<file path="src/rtl/dcp_types_pkg.sv">
package dcp_types_pkg;

    typedef logic [7:0]  char_t;  // One ASCII byte on the wire
    typedef logic [31:0] word_t;  // One register value
    typedef logic [7:0]  mode_t;  // Console mode

    typedef enum logic [2:0] {
        dump_idle       = 3'h0,
        dump_print_r    = 3'h1,
        dump_print_addr = 3'h2,
        dump_print_eq   = 3'h3,
        dump_fetch      = 3'h4,
        dump_print_data = 3'h5,
        dump_next_addr  = 3'h6,
        dump_finish     = 3'h7
    } dump_state_t;

    typedef enum logic [1:0] {
        fmt_idle      = 2'h0,
        fmt_send      = 2'h1,
        fmt_wait_busy = 2'h2,
        fmt_ack       = 2'h3
    } fmt_state_t;

endpackage

</file>
<file path="src/rtl/dcp_codes_pkg.sv">
package dcp_codes_pkg;

    import dcp_types_pkg::*;

    // ASCII characters used in the dump text
    localparam char_t ascii_r    = 8'h52;
    localparam char_t ascii_eq   = 8'h3D;
    localparam char_t ascii_zero = 8'h30;
    localparam char_t ascii_a    = 8'h41;
    localparam char_t ascii_cr   = 8'h0D;
    localparam char_t ascii_lf   = 8'h0A;

    localparam char_t cmd_dump_regs = ascii_r;  // Host command for a register dump

    // Console modes; the dump mode reuses its command code
    localparam mode_t mode_idle      = 8'h00;
    localparam mode_t mode_dump_regs = cmd_dump_regs;

endpackage

</file>
<file path="src/rtl/dcp_cmd_decode.sv">
`timescale 1ns/1ps

module dcp_cmd_decode
    import dcp_types_pkg::*;
    import dcp_codes_pkg::*;
(
    input  logic  clk,
    input  logic  rstn,
    input  char_t rx_byte,
    input  logic  rx_strobe,
    input  logic  dump_done,
    output mode_t mode
);

    logic is_idle;
    logic start_dump;

    assign is_idle    = (mode == mode_idle);
    assign start_dump = rx_strobe && (rx_byte == cmd_dump_regs);

    // Mode is held for the whole dump so the sequencer sees a stable input.
    // Anything received while a dump runs is dropped.
    always_ff @(posedge clk or negedge rstn) begin
        if (!rstn) begin
            mode <= mode_idle;
        end else if (is_idle) begin
            if (start_dump) begin
                mode <= mode_dump_regs;
            end
        end else if (dump_done) begin
            mode <= mode_idle;  // Back to idle the cycle after done
        end
    end

endmodule

</file>
<file path="src/rtl/dcp_reg_dump.sv">
`timescale 1ns/1ps

module dcp_reg_dump
    import dcp_types_pkg::*;
    import dcp_codes_pkg::*;
#(
    parameter int NUM_REGS = 32,
    localparam int AW = (NUM_REGS > 1) ? $clog2(NUM_REGS) : 1
) (
    input  logic          clk,
    input  logic          rstn,
    input  mode_t         mode,
    output logic [AW-1:0] rd_addr,
    input  word_t         rd_data,
    output logic          tx_req,
    output logic          tx_is_word,
    output word_t         tx_data,
    input  logic          tx_ack,
    output logic          dump_done
);

    localparam logic [AW-1:0] LAST_ADDR = AW'(NUM_REGS - 1);

    dump_state_t   state;
    dump_state_t   state_nxt;
    logic [AW-1:0] cur_addr;
    logic          lf_sent;    // CR already acknowledged in finish
    logic          active;
    char_t         addr_char;

    assign active    = (mode == mode_dump_regs);
    assign rd_addr   = cur_addr;
    assign dump_done = (state == dump_finish) && lf_sent && tx_ack;

    // 0-9 then A-V for a 32-entry file
    always_comb begin
        if (char_t'(cur_addr) < 8'd10) begin
            addr_char = ascii_zero + char_t'(cur_addr);
        end else begin
            addr_char = ascii_a + char_t'(cur_addr) - 8'd10;
        end
    end

    always_comb begin
        state_nxt  = state;
        tx_is_word = 1'b0;
        tx_data    = '0;
        case (state)
            dump_idle: begin
                if (active) state_nxt = dump_print_r;
            end
            dump_print_r: begin
                tx_data = word_t'(ascii_r);
                if (tx_ack) state_nxt = dump_print_addr;
            end
            dump_print_addr: begin
                tx_data = word_t'(addr_char);
                if (tx_ack) state_nxt = dump_print_eq;
            end
            dump_print_eq: begin
                tx_data = word_t'(ascii_eq);
                if (tx_ack) state_nxt = dump_fetch;
            end
            dump_fetch: begin
                state_nxt = dump_print_data;  // Read data settles on rd_data
            end
            dump_print_data: begin
                tx_is_word = 1'b1;
                tx_data    = rd_data;
                if (tx_ack) state_nxt = dump_next_addr;
            end
            dump_next_addr: begin
                state_nxt = (cur_addr == LAST_ADDR) ? dump_finish : dump_print_r;
            end
            dump_finish: begin
                tx_data = word_t'(lf_sent ? ascii_lf : ascii_cr);
                if (tx_ack && lf_sent) state_nxt = dump_idle;
            end
            default: state_nxt = dump_idle;
        endcase
        if (!active) state_nxt = dump_idle;  // Mode left, abandon the dump
    end

    // Request drops the cycle after ack and rises again one cycle later
    always_ff @(posedge clk or negedge rstn) begin
        if (!rstn) begin
            state    <= dump_idle;
            tx_req   <= 1'b0;
            cur_addr <= '0;
            lf_sent  <= 1'b0;
        end else begin
            state <= state_nxt;
            case (state)
                dump_idle: begin
                    tx_req   <= active;
                    cur_addr <= '0;
                    lf_sent  <= 1'b0;
                end
                dump_print_r, dump_print_addr, dump_print_eq, dump_print_data: begin
                    tx_req <= !tx_ack;
                end
                dump_fetch: begin
                    tx_req <= 1'b1;
                end
                dump_next_addr: begin
                    tx_req   <= 1'b1;
                    cur_addr <= cur_addr + 1'b1;
                end
                dump_finish: begin
                    tx_req <= !tx_ack;
                    if (tx_ack) lf_sent <= 1'b1;
                end
                default: tx_req <= 1'b0;
            endcase
            if (!active) tx_req <= 1'b0;
        end
    end

endmodule

</file>
<file path="src/rtl/dcp_regfile.sv">
`timescale 1ns/1ps

module dcp_regfile
    import dcp_types_pkg::*;
#(
    parameter int NUM_REGS = 32,
    localparam int AW = (NUM_REGS > 1) ? $clog2(NUM_REGS) : 1
) (
    input  logic          clk,
    input  logic          rstn,
    input  logic          wr_en,
    input  logic [AW-1:0] wr_addr,
    input  word_t         wr_data,
    input  logic [AW-1:0] rd_addr,
    output word_t         rd_data
);

    word_t regs [NUM_REGS];

    always_ff @(posedge clk or negedge rstn) begin
        if (!rstn) begin
            for (int i = 0; i < NUM_REGS; i++) begin
                regs[i] <= '0;
            end
        end else if (wr_en) begin
            regs[wr_addr] <= wr_data;
        end
    end

    assign rd_data = regs[rd_addr];  // Same-cycle read for the dump sequencer

endmodule

</file>
<file path="src/rtl/dcp_top.sv">
`timescale 1ns/1ps

module dcp_top
    import dcp_types_pkg::*;
#(
    parameter int NUM_REGS = 32,
    localparam int AW = (NUM_REGS > 1) ? $clog2(NUM_REGS) : 1
) (
    input  logic          clk,
    input  logic          rstn,
    input  char_t         rx_byte,
    input  logic          rx_strobe,
    input  logic          wr_en,
    input  logic [AW-1:0] wr_addr,
    input  word_t         wr_data,
    input  logic          tx_busy,
    output char_t         tx_byte,
    output logic          tx_strobe,
    output logic          dump_done
);

    mode_t         mode;
    logic [AW-1:0] rd_addr;
    word_t         rd_data;
    logic          tx_req;
    logic          tx_is_word;
    word_t         tx_data;
    logic          tx_ack;

    dcp_regfile #(.NUM_REGS(NUM_REGS)) u_regfile (
        .clk     (clk),
        .rstn    (rstn),
        .wr_en   (wr_en),
        .wr_addr (wr_addr),
        .wr_data (wr_data),
        .rd_addr (rd_addr),
        .rd_data (rd_data)
    );

    dcp_cmd_decode u_cmd_decode (
        .clk       (clk),
        .rstn      (rstn),
        .rx_byte   (rx_byte),
        .rx_strobe (rx_strobe),
        .dump_done (dump_done),
        .mode      (mode)
    );

    dcp_reg_dump #(.NUM_REGS(NUM_REGS)) u_reg_dump (
        .clk        (clk),
        .rstn       (rstn),
        .mode       (mode),
        .rd_addr    (rd_addr),
        .rd_data    (rd_data),
        .tx_req     (tx_req),
        .tx_is_word (tx_is_word),
        .tx_data    (tx_data),
        .tx_ack     (tx_ack),
        .dump_done  (dump_done)
    );

    dcp_tx_format u_tx_format (
        .clk        (clk),
        .rstn       (rstn),
        .tx_req     (tx_req),
        .tx_is_word (tx_is_word),
        .tx_data    (tx_data),
        .tx_ack     (tx_ack),
        .tx_busy    (tx_busy),
        .tx_byte    (tx_byte),
        .tx_strobe  (tx_strobe)
    );

endmodule

</file>
<file path="src/rtl/dcp_tx_format.sv">
`timescale 1ns/1ps

module dcp_tx_format
    import dcp_types_pkg::*;
    import dcp_codes_pkg::*;
(
    input  logic  clk,
    input  logic  rstn,
    input  logic  tx_req,
    input  logic  tx_is_word,
    input  word_t tx_data,
    output logic  tx_ack,
    input  logic  tx_busy,
    output char_t tx_byte,
    output logic  tx_strobe
);

    fmt_state_t state;
    word_t      word_q;      // Shifts left one nibble per strobe
    logic       is_word_q;
    logic [2:0] nib_cnt;
    logic [3:0] nibble;
    char_t      hex_char;
    logic       last_byte;
    logic       take_req;

    assign take_req  = (state == fmt_idle) && tx_req;
    assign nibble    = word_q[31:28];
    assign hex_char  = (nibble < 4'd10) ? ascii_zero + char_t'(nibble)
                                        : ascii_a + char_t'(nibble) - 8'd10;
    assign last_byte = !is_word_q || (nib_cnt == 3'd7);

    assign tx_byte   = is_word_q ? hex_char : word_q[7:0];
    assign tx_strobe = (state == fmt_send) && !tx_busy;  // Never while busy
    assign tx_ack    = (state == fmt_ack);

    always_ff @(posedge clk or negedge rstn) begin
        if (!rstn) begin
            state     <= fmt_idle;
            is_word_q <= 1'b0;
            nib_cnt   <= '0;
        end else begin
            case (state)
                fmt_idle: begin
                    if (tx_req) begin
                        state     <= fmt_send;
                        is_word_q <= tx_is_word;
                        nib_cnt   <= '0;
                    end
                end
                fmt_send: begin
                    if (tx_busy) begin
                        state <= fmt_wait_busy;
                    end else if (last_byte) begin
                        state <= fmt_ack;
                    end else begin
                        nib_cnt <= nib_cnt + 3'd1;
                    end
                end
                fmt_wait_busy: begin
                    if (!tx_busy) state <= fmt_send;
                end
                fmt_ack: begin
                    state <= fmt_idle;
                end
                default: state <= fmt_idle;
            endcase
        end
    end

    always_ff @(posedge clk) begin
        if (take_req) begin
            word_q <= tx_data;
        end else if (tx_strobe) begin
            word_q <= {word_q[27:0], 4'h0};
        end
    end

endmodule

</file>
<file path="config.mk">
export PLATFORM = sky130hd
export DESIGN_NAME = dcp_top
export DESIGN_NICKNAME = d
export VERILOG_FILES = /design/src/rtl/dcp_types_pkg.sv /design/src/rtl/dcp_codes_pkg.sv /design/src/rtl/dcp_cmd_decode.sv /design/src/rtl/dcp_reg_dump.sv /design/src/rtl/dcp_regfile.sv /design/src/rtl/dcp_top.sv /design/src/rtl/dcp_tx_format.sv
export SDC_FILE = /design/constraint.sdc
export NUM_CORES = 2
export LEC_CHECK = 0
export BUFFER_PORTS_ARGS = -buffer_cell sky130_fd_sc_hd__buf_2
export CAP_MARGIN = 10
export CORE_MARGIN = 3
export CORE_UTILIZATION = 63
export DETAILED_ROUTE_END_ITERATION = 6
export PLACE_DENSITY = 0.89
export SLEW_MARGIN = 20
export SYNTH_ARGS = -nofsm -noshare
export SYNTH_HDL_FRONTEND = slang
export SYNTH_SLANG_ARGS = --single-unit
</file>
<file path="constraint.sdc">
create_clock -name clk -period 4 [get_ports clk]
set_input_delay 0.4 -clock clk [delete_from_list [all_inputs] [get_ports clk]]
set_output_delay 0.4 -clock clk [all_outputs]
set_load 0.02 [all_outputs]
</file>
# Word-level counts from Yosys, hierarchy flattened
# Index checks and enable logic that the tools add are counted.
dict set report word_totals {
  reg_bits 1080
  in_bits 50
  output_inout_bits 10
  word_cells 148
}
dict set report op_classes {
  n_addsub 8
  magnitude_cmp 5
  eq_ne 26
  n_mux 39
  n_bitwise 2
  reduce_logical 27
}
# op count
set ops {}
lappend ops {{$bwmux 1024} 1}
lappend ops {{$bmux 32 s5} 1}
lappend ops {{$demux 32 s5} 1}
lappend ops {{$mux 32} 5}
lappend ops {{$pmux 32 s5} 1}
lappend ops {{$mux 8} 6}
lappend ops {{$mux 3} 11}
lappend ops {{$pmux 3 s8} 1}
lappend ops {{$eq 8x7->1 const B} 2}
lappend ops {{$sub 8x4->8 const B} 2}
lappend ops {{$eq 3x3->1 const B} 5}
lappend ops {{$ne 3x2->1 const B} 5}
lappend ops {{$ge 6x6->1 const B} 2}
lappend ops {{$not 5->6} 2}
lappend ops {{$ne 2x2->1 const B} 5}
lappend ops {{$pmux 5 s2} 1}
lappend ops {{$reduce_bool 2->1} 5}
lappend ops {{$add 7x4->8 const A} 1}
lappend ops {{$add 7x5->8 const A} 1}
lappend ops {{$logic_not 8->1} 1}
lappend ops {{$mux 2} 4}
lappend ops {{$pmux 2 s4} 1}
lappend ops {{$add 6x4->7 const A} 1}
lappend ops {{$add 6x5->7 const A} 1}
lappend ops {{26 further kinds} 41}

# Longest topological paths before layout
dict set report logic_depth {
  depth_word 6
  ltp_mapped 11
  depth_no_buf 7
}

# Hierarchy
# A second synthesis with hierarchy kept.
dict set report unflattened {
  cells_unflattened 3729
  hier_area_um2 50711.1
}
# module n_inst cells_each area_each_um2 seq_area_each_um2
set by_module_without_submodules {}
lappend by_module_without_submodules {dcp_regfile 1 3447 47474.3 25624.6}
lappend by_module_without_submodules {dcp_tx_format 1 129 1970.6 1111.1}
lappend by_module_without_submodules {dcp_reg_dump 1 139 1142.3 250.2}
lappend by_module_without_submodules {dcp_cmd_decode 1 14 123.9 25.0}

# Least setup slack after synthesis
# Ideal clock, no wire load.
dict set report synth_path {
  path_type {reg-to-reg}
  start {reg u_tx_format.state[1]}
  end {reg u_tx_format.word_q[0], enable pin}
  setup_time_ns 0.468
  arrival_ns 3.012
  t_required_ns 3.532
  setup_slack_ns 0.520
  stages_incl_launch_ff 4
  n_path_buf 1
  synth_period_minus_slack_ns 3.480
  path_cell_list {dfrtp_1 > buf_2 > nand2b_1 > o21ai_0}
}
dict set report synth_via {
  elab_chain_len 3
  word_cells_on_any_way 5
  cone_classes {1 x eq/ne; 4 x reduce/logical}
}
# element line_no
set synth_rtl {}
lappend synth_rtl {{from (decl)} dcp_tx_format.sv:18} ;# fmt_state_t state;
lappend synth_rtl {{from (signal assigned)} dcp_tx_format.sv:39} ;# state <= fmt_idle;
lappend synth_rtl {{from (signal assigned)} dcp_tx_format.sv:46} ;# state <= fmt_send;
lappend synth_rtl {{from (signal assigned)} dcp_tx_format.sv:53} ;# state <= fmt_wait_busy;
lappend synth_rtl {{$eq 2x1->1 / $logic_not 2->1 (equally long branches)} {dcp_tx_format.sv:34, dcp_tx_format.sv:27}}
lappend synth_rtl {{$logic_and 1x1->1, on equally long branches} {dcp_tx_format.sv:34, dcp_tx_format.sv:27}}
lappend synth_rtl {{$reduce_bool 2->1 (no line) (*)} -}
lappend synth_rtl {{to (signal assigned)} dcp_tx_format.sv:73} ;# word_q <= tx_data;
lappend synth_rtl {{to (signal assigned)} dcp_tx_format.sv:75} ;# word_q <= {word_q[27:0], 4'h0};
lappend synth_rtl {{to (decl)} dcp_tx_format.sv:19} ;# word_t word_q;
# Every way passes the cells marked *; elsewhere a longest branch is shown, timed or not.
# A chain may end at the register's enable or synchronous reset.

# Final worst setup path
dict set report layout_path {
  start {reg u_reg_dump.cur_addr[2] (netlist: u_reg_dump.rd_addr[2])}
  end {reg u_tx_format.word_q[3], data pin}
}
dict set report layout_via {
  elab_chain_len 6
  word_cells_on_any_way 11
  cone_classes {3 x add/sub; 1 x order compare; 6 x mux; 1 x bitwise}
}
# element line_no
set layout_rtl {}
lappend layout_rtl {{from (decl)} dcp_reg_dump.sv:26} ;# logic [AW-1:0] cur_addr;
lappend layout_rtl {{from (signal assigned)} dcp_reg_dump.sv:107} ;# cur_addr <= cur_addr + 1'b1;
lappend layout_rtl {{branches (longest 4 deep; another with $add 7x5->8)} -}
lappend layout_rtl {{$pmux 32 s5 (*)} dcp_reg_dump.sv:48} ;# case (state)
lappend layout_rtl {{$mux 32 (*)} dcp_tx_format.sv:72} ;# if (take_req) begin
# Mark *: on every way between the ends. The select of a mux whose other input is x is not followed.

==> metrics.txt <==
pwr dens=about 650 nW/um2; share of cells above drive strength 1=0.518; TritonCTS clock tree=done; Worst Hold Slack=0.0211 ns; Wirelength per Cell=31.5 um; Max Clock Skew=0.0290 ns; Post-Syn Area per Cell=15.5 um2; total gr overflow=0; Mapped Cells=3153; worst slew pin tran=about 1.3 ns; CP arrival=3.57 ns; number of flops mapped to enable cells by yosys=32; Top FF cell, synth=dfrtp_1; post-synthesis cell type count=64; Reg2Reg Setup Slack=between 0.8 and 0.9 ns; vias in the first global route=32400; WS Path Type=register to register; Crit Path Max Fanout=37; GR Layer Usage met1=0.436; Vias/cell=7.02; Starting DRT DRC Count=3326; Syn Nets=3209; top cell family by delay on the critical path=compound AO/OA/AOI/OAI gates; hpwl dp=77900 um; Static Leak=24.1 nW; global route hottest layer=met2; final critical-path share of the clock period=0.783; slowest stage delay, CP=approximately 0.9 ns; Rows=101; Yosys Warn Count=0; Die Wd=285 um; Num Clock Sinks=1073; Worst path slowest cell=dfrtp_4; critical-path cell list=buf_12, or3_1, o22ai_1, a211oi_1, o2bb2ai_1; core region area=around 76000 um2; Final setup viols=0; gr usage total=0.335; Max Slew Vio Count=0; first-pass GRT wire length=204000 um; Fmax achieved=about 0.32 GHz; max_cap viols=0; Initial Util=0.640; DIE AREA=roughly 81000 um2; Max rail drop VDD=0.466 mV; TritonCTS buffer count=106; drt drc=0; final hold vios=0; Layout Area Growth over Synthesis=10.1%; total number of vias=29800; Fillers=4575; Skew-Pair Late Insertion Delay=0.69 ns; Bufs and invs on worst path=1; synthesized flop and latch total=roughly 1100; most frequent cells in the layout=mux2_2 (1054), dfrtp_1 (1037), mux4_2 (242); RSZ-0062 raised after global routing=false; Worst Path Required=4.44 ns; Routed Antenna Nets=0; clk buf depth=3; clk slew on worst S/H paths=0.06 ns; Slew HR=0.154; commonest non-fill, non-tap cell in the layout=mux2_2; sequential share of the synthesized area=0.552; total length of routed wires=134000 um; Synth async-reset ratio=0.970; root buf cell=clkbuf_16; Fin Setup TNS=0 ns; GRT met2 Usage=0.521; crit path capture type=register; hold crit path type=input pin to register; antenna violations before repair=2; status=complete, no violations; Setup Buffers After CTS=0; largest net degree at the start of global routing=about 150; Worst Setup Start Kind=register; GP Congestion=0.915; Layout Nets=approximately 3200; CTS H-tree depth=3; Die Ht=approximately 280 um; synthesized cell area=48900 um2; DRT Pass-1 Iters=5; clock period minus worst slack=around 3.1 ns; # IOs=60; global-route track usage on met3=0.0893; port buffer count=59
final cells by class:
class	count	area, um2	area share
sequential	1073	27000	0.502
multi-input combinational	1772	20700	0.384
clock buffer	160	3100	0.0575
timing repair buffer	162	1360	0.0252
tap	1030	1290	0.0239
clock inverter	35	368	0.00683
inverter	13	48.8	0.000906
antenna	4	10.0	0.000186
cell families (layout without fill, tap and decap cells):
family                   count (synthesis)  count (layout)  synth area share
AO/OA/AOI/OAI                          195             195            0.0275
XOR/XNOR                                 2               2          0.000358
adder cells (fa/ha/maj)                  6               6           0.00153
buffers and inverters                  308             370            0.0291
flip-flops                            1073            1073             0.552
multiplexers                          1380            1380             0.371
other                                    0               4                 0
AND/OR/NAND/NOR                        189             189            0.0187
worst min-delay path, cell delays in order:
cell	delay, ns
buf_2	0.08
nand4_1	0.08
o21ai_0	0.08
sequential cells by signal (all words and copies together), names as in the netlist, 2 cells and up:
register             count
u_regfile.regs        1024
u_reg_dump.rd_addr       5
u_reg_dump.state         3
u_tx_format.word_q      32
u_tx_format.nib_cnt      3
u_tx_format.state        2
stage by stage:
stage | total power, mW | std cells | util | worst slack (ns) | area, um2
finish | 35.2 | 4249 | 0.705 | 0.870 | 53900
global route | 36.5 | 4247 | 0.705 | 0.824 | 53900
CTS | 35.1 | 4245 | 0.705 | 0.926 | 53900
detailed placement | 25.1 | 4048 | 0.659 | 0.962 | 50400
global placement | 24.4 | 4048 | 0.659 | 0.934 | 50400
floorplan | 22.1 | 3153 | - | 0.520 | 48900
synthesized netlist by cell type (2+ instances only):
cell | count | share of area
mux2_2 | 1054 | 0.24
dfrtp_1 | 1041 | 0.53
mux4_2 | 242 | 0.11
clkbuf_1 | 159 | 0.012
mux2i_1 | 84 | 0.017
nor2_1 | 58 | 0.0044
buf_1 | 53 | 0.0041
buf_2 | 53 | 0.0054
nand2_1 | 48 | 0.0037
a21oi_1 | 36 | 0.0037
edfxtp_1 | 32 | 0.020
a22oi_1 | 26 | 0.0040
nand3_1 | 22 | 0.0022
o21ai_0 | 21 | 0.0021
a221oi_1 | 19 | 0.0034
a211oi_1 | 17 | 0.0026
o22ai_1 | 17 | 0.0022
a22o_1 | 16 | 0.0029
nor2b_1 | 16 | 0.0020
buf_6 | 14 | 0.0032
o21ai_1 | 14 | 0.0014
buf_4 | 13 | 0.0020
inv_1 | 10 | 0.00077
nor3_1 | 8 | 0.00082
ha_1 | 6 | 0.0015
nand3b_1 | 6 | 0.00092
nand2b_1 | 5 | 0.00064
nor3b_1 | 5 | 0.00077
a2111oi_0 | 4 | 0.00072
or2_2 | 4 | 0.00051
a21o_1 | 3 | 0.00046
buf_12 | 3 | 0.0012
o2bb2ai_1 | 3 | 0.00054
or3_1 | 3 | 0.00038
a211o_1 | 2 | 0.00036
a31oi_1 | 2 | 0.00026
and3_1 | 2 | 0.00026
clkinv_1 | 2 | 0.00015
nand4b_1 | 2 | 0.00036
nor4b_1 | 2 | 0.00036
o21a_1 | 2 | 0.00031
xnor2_1 | 2 | 0.00036
metal layers:
layer,up-vias,part of all wire,wire length (um)
met2,1739,0.47,62900
met1,15900,0.37,49700
li1,11700,-,-
met3,512,0.096,12900
met5,-,0,0
met4,0,0.061,8210
final timing paths:
check,end,cells past startpoint,from
min,u_cmd_decode.mode[4]$_DFFE_PN0P_,3,rx_strobe
min in group asynchronous,u_regfile.regs[761]$_DFFE_PN0P_,2,rstn
max reg2reg,u_tx_format.word_q[3]$_SDFFCE_PN0P_,5,u_reg_dump.rd_addr[2]$_DFFE_PN0P_
min reg2reg,u_regfile.regs[698]$_DFFE_PN0P_,1,u_regfile.regs[698]$_DFFE_PN0P_
max in group asynchronous,u_regfile.regs[749]$_DFFE_PN0P_,3,rstn
max,u_tx_format.word_q[3]$_SDFFCE_PN0P_,5,u_reg_dump.rd_addr[2]$_DFFE_PN0P_
repair_timing:
action / in CTS / in global routing
endpoints found under the hold margin: 59 / 0
setup endpoints to repair: 0 / 0
hold buffers: 2 / 0
resized for setup: 0 / 0
report_power, final:
group	internal (mW)	leakage, nW	switching (mW)	total, mW
Sequential	13.3	13.6	1.76	15.1
Clock	5.73	1.71	4.26	9.99
Combinational	5.36	8.73	4.78	10.1
(Power assumes the default switching activity.)
